==> src/hw/dvbs_pkg.sv <==
package dvbs_pkg;

	// host port widths
	typedef logic [3:0]  reg_addr_t;
	typedef logic [31:0] reg_data_t;
	typedef logic [3:0]  reg_strb_t;

	// datapath widths
	typedef logic signed [15:0] sample_t;
	typedef logic [7:0]         ts_byte_t;

	typedef enum logic {
		MOD_QPSK = 1'b0, // 2 bits per symbol
		MOD_BPSK = 1'b1  // 1 bit per symbol
	} mod_mode_e;

	typedef struct packed {
		sample_t re;
		sample_t im;
	} symbol_t;

	typedef struct packed {
		logic       tx_enable;
		mod_mode_e  mod_mode;
		logic       freq_inv;  // swap i and q at the output
		logic [15:0] amplitude; // unsigned magnitude
		logic       spare;
	} tx_cfg_t;

	// register map, word addresses
	localparam reg_addr_t ADDR_MOD_MODE   = 4'd0;
	localparam reg_addr_t ADDR_FREQ_INV   = 4'd1;
	localparam reg_addr_t ADDR_TX_ENABLE  = 4'd2;
	localparam reg_addr_t ADDR_AMPLITUDE  = 4'd3;
	localparam reg_addr_t ADDR_BYTES_IN   = 4'd4;
	localparam reg_addr_t ADDR_BYTES_DROP = 4'd5;
	localparam reg_addr_t ADDR_SYMS_OUT   = 4'd6;
	localparam reg_addr_t ADDR_UNDERFLOW  = 4'd7;

	// values after reset
	localparam mod_mode_e   DEF_MOD_MODE  = MOD_QPSK;
	localparam logic        DEF_FREQ_INV  = 1'b0;
	localparam logic        DEF_TX_ENABLE = 1'b1;
	localparam logic [15:0] DEF_AMPLITUDE = 16'd23170; // about 0.707 of full scale

	// upper half of readback for unused addresses
	localparam logic [15:0] UNMAPPED_TAG = 16'hE000;

endpackage

==> src/hw/dvbs_cfg_regs.sv <==
`timescale 1ns/100ps

module dvbs_cfg_regs (
	input  logic                clk,
	input  logic                hard_rst_n,
	input  logic                wen,
	input  dvbs_pkg::reg_addr_t waddr,
	input  dvbs_pkg::reg_data_t wdata,
	input  dvbs_pkg::reg_strb_t wstrb,
	input  logic                ren,
	input  dvbs_pkg::reg_addr_t raddr,
	input  logic                byte_accepted,
	input  logic                byte_dropped,
	input  logic                symbol_oe,
	input  logic                underflow,
	output dvbs_pkg::reg_data_t rdata,
	output dvbs_pkg::tx_cfg_t   cfg
);
	import dvbs_pkg::*;

	// first write stage, latched host request
	logic      wr_en_q;
	reg_addr_t wr_addr_q;
	reg_data_t wr_data_q;
	reg_strb_t wr_strb_q;

	// control fields, only the meaningful bits are kept
	mod_mode_e   mod_mode_q;
	logic        freq_inv_q;
	logic        tx_enable_q;
	logic [15:0] amplitude_q;

	reg_data_t cur_word; // addressed register before merge
	reg_data_t new_word; // after lane merge

	// 0 bytes in, 1 bytes dropped, 2 symbols out, 3 underflows
	reg_data_t  cnt_q [4];
	logic [3:0] cnt_inc;

	always_ff @(posedge clk) begin
		if (!hard_rst_n) begin
			wr_en_q <= 1'b0;
		end else begin
			wr_en_q <= wen;
		end
		if (wen) begin
			wr_addr_q <= waddr;
			wr_data_q <= wdata;
			wr_strb_q <= wstrb;
		end
	end

	always_comb begin
		case (wr_addr_q)
			ADDR_MOD_MODE:  cur_word = {31'b0, mod_mode_q};
			ADDR_FREQ_INV:  cur_word = {31'b0, freq_inv_q};
			ADDR_TX_ENABLE: cur_word = {31'b0, tx_enable_q};
			ADDR_AMPLITUDE: cur_word = {16'b0, amplitude_q};
			default:        cur_word = '0; // counters and holes are not writable
		endcase
		new_word = cur_word;
		for (int lane = 0; lane < 4; lane++) begin
			if (wr_strb_q[lane]) begin
				new_word[8*lane +: 8] = wr_data_q[8*lane +: 8];
			end
		end
	end

	// second write stage
	always_ff @(posedge clk) begin
		if (!hard_rst_n) begin
			mod_mode_q  <= DEF_MOD_MODE;
			freq_inv_q  <= DEF_FREQ_INV;
			tx_enable_q <= DEF_TX_ENABLE;
			amplitude_q <= DEF_AMPLITUDE;
		end else if (wr_en_q) begin
			case (wr_addr_q)
				ADDR_MOD_MODE:  mod_mode_q  <= mod_mode_e'(new_word[0]);
				ADDR_FREQ_INV:  freq_inv_q  <= new_word[0];
				ADDR_TX_ENABLE: tx_enable_q <= new_word[0];
				ADDR_AMPLITUDE: amplitude_q <= new_word[15:0];
				default: ;
			endcase
		end
	end

	assign cnt_inc = {underflow, symbol_oe, byte_dropped, byte_accepted};

	always_ff @(posedge clk) begin
		for (int i = 0; i < 4; i++) begin
			if (!hard_rst_n) begin
				cnt_q[i] <= '0;
			end else if (cnt_inc[i]) begin
				cnt_q[i] <= cnt_q[i] + 1'b1; // wraps
			end
		end
	end

	always_ff @(posedge clk) begin
		if (!hard_rst_n) begin
			rdata <= '0;
		end else if (ren) begin
			case (raddr)
				ADDR_MOD_MODE:   rdata <= {31'b0, mod_mode_q};
				ADDR_FREQ_INV:   rdata <= {31'b0, freq_inv_q};
				ADDR_TX_ENABLE:  rdata <= {31'b0, tx_enable_q};
				ADDR_AMPLITUDE:  rdata <= {16'b0, amplitude_q};
				ADDR_BYTES_IN:   rdata <= cnt_q[0];
				ADDR_BYTES_DROP: rdata <= cnt_q[1];
				ADDR_SYMS_OUT:   rdata <= cnt_q[2];
				ADDR_UNDERFLOW:  rdata <= cnt_q[3];
				default:         rdata <= {UNMAPPED_TAG, 12'h000, raddr}; // tagged hole
			endcase
		end
	end

	always_comb begin
		cfg           = '0;
		cfg.tx_enable = tx_enable_q;
		cfg.mod_mode  = mod_mode_q;
		cfg.freq_inv  = freq_inv_q;
		cfg.amplitude = amplitude_q;
		cfg.spare     = 1'b0;
	end

endmodule

==> src/hw/dvbs_symbol_fifo.sv <==
`timescale 1ns/100ps

module dvbs_symbol_fifo #(
	parameter int FIFO_DEPTH_LOG2 = 4
) (
	input  logic              clk,
	input  logic              hard_rst_n,
	input  logic              sym_push,
	input  dvbs_pkg::symbol_t sym_in,
	input  logic              sym_pop,
	output dvbs_pkg::symbol_t sym_out,
	output logic              fifo_empty,
	output logic              fifo_full
);
	import dvbs_pkg::*;

	localparam int DEPTH = 1 << FIFO_DEPTH_LOG2;

	symbol_t mem [DEPTH];

	logic [FIFO_DEPTH_LOG2-1:0] wr_ptr_q;
	logic [FIFO_DEPTH_LOG2-1:0] rd_ptr_q;
	logic [FIFO_DEPTH_LOG2:0]   count_q; // one extra bit for full

	logic do_push;
	logic do_pop;

	assign do_push = sym_push && !fifo_full;  // push on full is lost
	assign do_pop  = sym_pop && !fifo_empty;

	assign fifo_empty = (count_q == '0);
	assign fifo_full  = (count_q == DEPTH[FIFO_DEPTH_LOG2:0]);
	assign sym_out    = mem[rd_ptr_q]; // head entry

	always_ff @(posedge clk) begin
		if (do_push) begin
			mem[wr_ptr_q] <= sym_in;
		end
	end

	always_ff @(posedge clk) begin
		if (!hard_rst_n) begin
			wr_ptr_q <= '0;
			rd_ptr_q <= '0;
			count_q  <= '0;
		end else begin
			if (do_push) begin
				wr_ptr_q <= wr_ptr_q + 1'b1; // wraps at depth
			end
			if (do_pop) begin
				rd_ptr_q <= rd_ptr_q + 1'b1;
			end
			case ({do_push, do_pop})
				2'b10:   count_q <= count_q + 1'b1;
				2'b01:   count_q <= count_q - 1'b1;
				default: count_q <= count_q; // both or neither
			endcase
		end
	end

endmodule

==> src/hw/dvbs_symbol_mapper.sv <==
`timescale 1ns/100ps

module dvbs_symbol_mapper (
	input  logic               clk,
	input  logic               hard_rst_n,
	input  logic               ts_valid,
	input  dvbs_pkg::ts_byte_t ts_din,
	input  dvbs_pkg::tx_cfg_t  cfg,
	input  logic               fifo_full,
	output logic               sym_push,
	output dvbs_pkg::symbol_t  sym_in,
	output logic               byte_accepted,
	output logic               byte_dropped
);
	import dvbs_pkg::*;

	typedef enum logic {
		IDLE,
		EMIT
	} map_state_e;

	map_state_e  state_q;
	logic [2:0]  sym_left_q; // symbols still to push after the current one
	ts_byte_t    shreg_q;    // msb is the next bit out
	mod_mode_e   mode_q;
	logic [15:0] amp_q;

	sample_t pos_amp;
	sample_t neg_amp;
	logic    take_byte;

	assign take_byte     = ts_valid && cfg.tx_enable && (state_q == IDLE);
	assign byte_accepted = take_byte;
	assign byte_dropped  = ts_valid && cfg.tx_enable && (state_q == EMIT);

	// fifo full holds the current symbol
	assign sym_push = (state_q == EMIT) && !fifo_full;

	assign pos_amp = sample_t'(amp_q);
	assign neg_amp = -pos_amp;

	always_comb begin
		sym_in.re = shreg_q[7] ? neg_amp : pos_amp;
		if (mode_q == MOD_QPSK) begin
			sym_in.im = shreg_q[6] ? neg_amp : pos_amp;
		end else begin
			sym_in.im = '0; // bpsk is real only
		end
	end

	always_ff @(posedge clk) begin
		if (!hard_rst_n) begin
			state_q    <= IDLE;
			sym_left_q <= '0;
		end else begin
			case (state_q)
				IDLE: begin
					if (take_byte) begin
						state_q    <= EMIT;
						sym_left_q <= (cfg.mod_mode == MOD_QPSK) ? 3'd3 : 3'd7;
					end
				end
				EMIT: begin
					if (sym_push) begin
						if (sym_left_q == 3'd0) begin
							state_q <= IDLE;
						end else begin
							sym_left_q <= sym_left_q - 1'b1;
						end
					end
				end
				default: state_q <= IDLE;
			endcase
		end
	end

	// byte and settings are sampled at acceptance
	always_ff @(posedge clk) begin
		if (take_byte) begin
			shreg_q <= ts_din;
			mode_q  <= cfg.mod_mode;
			amp_q   <= cfg.amplitude;
		end else if (sym_push) begin
			shreg_q <= (mode_q == MOD_QPSK) ? {shreg_q[5:0], 2'b00} : {shreg_q[6:0], 1'b0};
		end
	end

endmodule

==> src/hw/dvbs_symbol_pacer.sv <==
`timescale 1ns/100ps

module dvbs_symbol_pacer (
	input  logic              clk,
	input  logic              hard_rst_n,
	input  logic              fs_en,
	input  dvbs_pkg::tx_cfg_t cfg,
	input  dvbs_pkg::symbol_t sym_out,
	input  logic              fifo_empty,
	output logic              sym_pop,
	output logic              symbol_oe,
	output dvbs_pkg::sample_t symbol_re,
	output dvbs_pkg::sample_t symbol_im,
	output logic              underflow
);
	import dvbs_pkg::*;

	sample_t next_re;
	sample_t next_im;

	// one pop per symbol-rate pulse
	assign sym_pop = fs_en && !fifo_empty;

	// spectrum inversion by i/q swap
	always_comb begin
		if (cfg.freq_inv) begin
			next_re = sym_out.im;
			next_im = sym_out.re;
		end else begin
			next_re = sym_out.re;
			next_im = sym_out.im;
		end
	end

	always_ff @(posedge clk) begin
		if (!hard_rst_n) begin
			symbol_oe <= 1'b0;
			underflow <= 1'b0;
		end else begin
			symbol_oe <= sym_pop;
			underflow <= fs_en && fifo_empty; // pulse with nothing to send
		end
	end

	// output samples valid while symbol_oe is high
	always_ff @(posedge clk) begin
		if (sym_pop) begin
			symbol_re <= next_re;
			symbol_im <= next_im;
		end
	end

endmodule

==> src/hw/dvbs_tx_top.sv <==
`timescale 1ns/100ps

module dvbs_tx_top #(
	parameter int FIFO_DEPTH_LOG2 = 4
) (
	input  logic                clk,
	input  logic                hard_rst_n,
	input  logic                wen,
	input  dvbs_pkg::reg_addr_t waddr,
	input  dvbs_pkg::reg_data_t wdata,
	input  dvbs_pkg::reg_strb_t wstrb,
	input  logic                ren,
	input  dvbs_pkg::reg_addr_t raddr,
	input  logic                ts_valid,
	input  dvbs_pkg::ts_byte_t  ts_din,
	input  logic                fs_en,
	output dvbs_pkg::reg_data_t rdata,
	output logic                symbol_oe,
	output dvbs_pkg::sample_t   symbol_re,
	output dvbs_pkg::sample_t   symbol_im
);
	import dvbs_pkg::*;

	tx_cfg_t cfg;

	logic    byte_accepted;
	logic    byte_dropped;
	logic    underflow;

	logic    sym_push;
	symbol_t sym_in;
	logic    sym_pop;
	symbol_t sym_out;
	logic    fifo_empty;
	logic    fifo_full;

	dvbs_cfg_regs u_cfg_regs (
		.clk           (clk),
		.hard_rst_n    (hard_rst_n),
		.wen           (wen),
		.waddr         (waddr),
		.wdata         (wdata),
		.wstrb         (wstrb),
		.ren           (ren),
		.raddr         (raddr),
		.byte_accepted (byte_accepted),
		.byte_dropped  (byte_dropped),
		.symbol_oe     (symbol_oe),
		.underflow     (underflow),
		.rdata         (rdata),
		.cfg           (cfg)
	);

	dvbs_symbol_mapper u_mapper (
		.clk           (clk),
		.hard_rst_n    (hard_rst_n),
		.ts_valid      (ts_valid),
		.ts_din        (ts_din),
		.cfg           (cfg),
		.fifo_full     (fifo_full),
		.sym_push      (sym_push),
		.sym_in        (sym_in),
		.byte_accepted (byte_accepted),
		.byte_dropped  (byte_dropped)
	);

	dvbs_symbol_fifo #(
		.FIFO_DEPTH_LOG2 (FIFO_DEPTH_LOG2)
	) u_fifo (
		.clk        (clk),
		.hard_rst_n (hard_rst_n),
		.sym_push   (sym_push),
		.sym_in     (sym_in),
		.sym_pop    (sym_pop),
		.sym_out    (sym_out),
		.fifo_empty (fifo_empty),
		.fifo_full  (fifo_full)
	);

	dvbs_symbol_pacer u_pacer (
		.clk        (clk),
		.hard_rst_n (hard_rst_n),
		.fs_en      (fs_en),
		.cfg        (cfg),
		.sym_out    (sym_out),
		.fifo_empty (fifo_empty),
		.sym_pop    (sym_pop),
		.symbol_oe  (symbol_oe),
		.symbol_re  (symbol_re),
		.symbol_im  (symbol_im),
		.underflow  (underflow)
	);

endmodule

==> config.mk <==
export PLATFORM = sky130hd
export DESIGN_NAME = dvbs_tx_top
export DESIGN_NICKNAME = d
export VERILOG_FILES = /design/src/hw/dvbs_pkg.sv /design/src/hw/dvbs_cfg_regs.sv /design/src/hw/dvbs_symbol_fifo.sv /design/src/hw/dvbs_symbol_mapper.sv /design/src/hw/dvbs_symbol_pacer.sv /design/src/hw/dvbs_tx_top.sv
export SDC_FILE = /design/constraint.sdc
export NUM_CORES = 1
export LEC_CHECK = 0
export BUFFER_PORTS_ARGS = -buffer_cell sky130_fd_sc_hd__buf_2
export CELL_PAD_IN_SITES_DETAIL_PLACEMENT = 0
export CELL_PAD_IN_SITES_GLOBAL_PLACEMENT = 1
export CORE_MARGIN = 3
export CORE_UTILIZATION = 30
export CTS_BUF_LIST = sky130_fd_sc_hd__clkbuf_8 sky130_fd_sc_hd__clkbuf_16
export DETAILED_ROUTE_END_ITERATION = 8
export HOLD_SLACK_MARGIN = 0.06
export PLACE_DENSITY = 0.59
export RECOVER_POWER = 25
export SKIP_LAST_GASP = 1
export SYNTH_ARGS = -nofsm -noshare
export SYNTH_HDL_FRONTEND = slang
export SYNTH_HIERARCHICAL = 1
export SYNTH_SLANG_ARGS = --single-unit
==> constraint.sdc <==
create_clock -name clk -period 11 [get_ports clk]
set_input_delay 3.3 -clock clk [delete_from_list [all_inputs] [get_ports clk]]
set_output_delay 3.3 -clock clk [all_outputs]
set_load 0.02 [all_outputs]
==> results.yml <==
status:
  outcome: "finished, violations left"
  failed_checks: "capacitance limit, slew limit"
routing:
  first_pass_iters: 6
  postRouteWirelength_mm: 86.5
  dr.first_iter.drc_count: 1426
  vias_per_cell: 5.02
  ant_nets: 0
  drc_errors: 0
  drt-wirelength-per-cell_um: 22.5
  vias: 19300
hold_path:
  min_path_type: "register to register"
critical_path:
  path_buf_inv: 1
  crit_family: "flip-flops"
  cpMaxStageDelayCell: "dfxtp_1"
  critical_path_depth: 5
  path_class: "register to register"
  worstSetupEndpoint: "u_pacer/symbol_re[0]"
  crit_path_cell_trace: "buf_4 > mux4_2 > a22oi_1 > nand2_1 > mux2_4"
  reg2reg_to: "u_pacer/symbol_re[0]"
  crit_path_end_kind: "register"
  regToRegSetupSlack_ps: 5510
  critical_path.startpoint_type: "register"
  crit_required_ps: 11390
  max_stage_delay_ps: 2750
  reg2regPathDepth: 5
  critPathMaxFanout: 69
  critPathArrivalTime_ps: 5880
clock_tree:
  ctsHoldBuffers: 0
  root_buffer: "clkbuf_16"
  cts_sinks: 794
  clk_path_buf_depth: 3
  cts_setup_buffers: 0
  post_cts_resized: 0
  ctsHtreeMaxLevel: 3
  numCtsBuffers: 88
  cts_tree: "yes"
  cts.clk_slew.worst_paths_ps: 60
  clk_latency_ps: 650
yosys:
  postSynthCellCount: 2170
  yosys_warnings: 6
  syn_area_per_cell_um2: 15.6
  syn-num-nets: 2243
  netlist_area_um2: 33900
pwr:
  vdd_drop_max_mv: 0.111
  powerDensity_nw_per_um2: 196
  leakage_nw: 12.7
layout:
  final_cell_mix: "719 x edfxtp_1, 172 x nor2_1, 156 x nand2_1, 130 x mux4_2, 104 x buf_2"
  nFillCells: 10600
  areaGrowthSynthToFinish_pct: 14.9
  drive_above_1_share_pct: 20.5
  layout.cells.non_filler: 3844
  final_nets: 2357
  final_common_cell: "edfxtp_1"
sta:
  slew_violations: 158
  final.setup_skew_ps: 41.7
  worst_pin_slew_ps: 3660
  final_hold_viol_count: 0
  setup_violations: 0
  tns_ps: 0
  rsz0062_at_grt: "false"
  min_period_ps: 5490
  slew_headroom_pct: -144
  period_share_pct: 49.9
  max_freq_mhz: 182
die:
  die_h_um: 342
  dieArea_um2: 117000
  coreArea_um2: 111000
  std_cell_rows: 122
  initial_core_util_pct: 30.4
  ios: 123
  die_w_um: 342
placed_design:
  dp_hpwl_mm: 52.5
  dp.cells: 3680
  port_buffers: 104
  place_congestion: 0.811
global_routing:
  track_usage_pct: 14.7
  overflow: 0
  grt_pass1_vias: 19400
  grt_pass1_wl_mm: 129
  grt_max_degree: 70
  antenna_found_initial: 3
job:
  drv_cap: 4
==> worst min-delay path, stage by stage, from the launching register on <==
cell and delay, ps:
dfxtp_1 300, nand2_1 50, o21ai_1 50
==> where the power goes <==
part / internal (mW) / switching, mW / leakage (nW) / total, mW
logic: 0.398 / 0.596 / 3.92 / 0.994
clock network: 1.71 / 1.18 / 1.47 / 2.89
registers: 3.59 / 0.166 / 7.34 / 3.75
==> layout make-up <==
type	instances	area (um^2)	area share, %
diodes	1	2.50	0.00642
clock buffers	95	2320	5.95
clock inverters	66	563	1.44
inverters	16	60.1	0.154
multi-input cells	1229	10200	26.2
flip-flops and latches	794	23100	59.3
well taps	1488	1860	4.78
repair buffers	155	866	2.22
==> routing by layer <==
layer | up-vias | wire [um] | global-route usage, %
met5 | - | 0 | 0
met4 | 0 | 2370 | 4.46
met3 | 132 | 4380 | 2.45
met2 | 516 | 41800 | 24.2
met1 | 9956 | 37900 | 19.9
li1 | 8686 | - | -
==> flip-flops by register name, indices dropped and copies added, names as in the netlist, named ones only <==
register,cells
u_mapper/amp_q,16
u_cfg_regs/wr_en_q,1
u_cfg_regs/wr_strb_q,2
u_pacer/symbol_re,16
u_fifo/rd_ptr_q,4
u_mapper/mode_q,1
u_fifo/mem,512
u_cfg_regs/mod_mode_q,1
u_pacer/underflow,1
u_cfg_regs/amplitude_q,16
u_pacer/symbol_oe,1
u_mapper/state_q,1
u_pacer/symbol_im,16
u_fifo/count_q,5
u_cfg_regs/wr_data_q,16
u_mapper/shreg_q,8
u_cfg_regs/wr_addr_q,4
u_cfg_regs/freq_inv_q,1
u_fifo/wr_ptr_q,4
u_mapper/sym_left_q,3
u_cfg_regs/cnt_q,128
u_cfg_regs/rdata,32
u_cfg_regs/tx_enable_q,1
==> through the flow <==
stage	worst slack [ps]	hold WS (ps)	total power, mW	area (um^2)	util (%)
2_1_floorplan	4380	430	4.50	33900	-
3_3_place_gp	5050	439	4.80	36200	32.5
3_5_place_dp	4930	439	4.84	36200	32.5
4_1_cts	5610	448	7.75	39000	35.0
5_1_grt	5210	470	7.97	39000	35.0
6_report	5510	446	7.64	39000	35.0
==> worst min-delay path by stage <==
stage / start / end / cells after the start
6_report: u_cfg_regs/rdata[13] / u_cfg_regs/rdata[13] / 2
5_1_grt: u_cfg_regs/rdata[13] / u_cfg_regs/rdata[13] / 2
4_1_cts: u_cfg_regs/rdata[12] / u_cfg_regs/rdata[12] / 2
3_5_place_dp: u_cfg_regs/rdata[12] / u_cfg_regs/rdata[12] / 2
3_3_place_gp: u_cfg_regs/rdata[13] / u_cfg_regs/rdata[13] / 2
2_1_floorplan: u_cfg_regs/amplitude_q[10] / u_mapper/amp_q[10] / 0
Note: power is estimated with default switching activity, not from simulation.
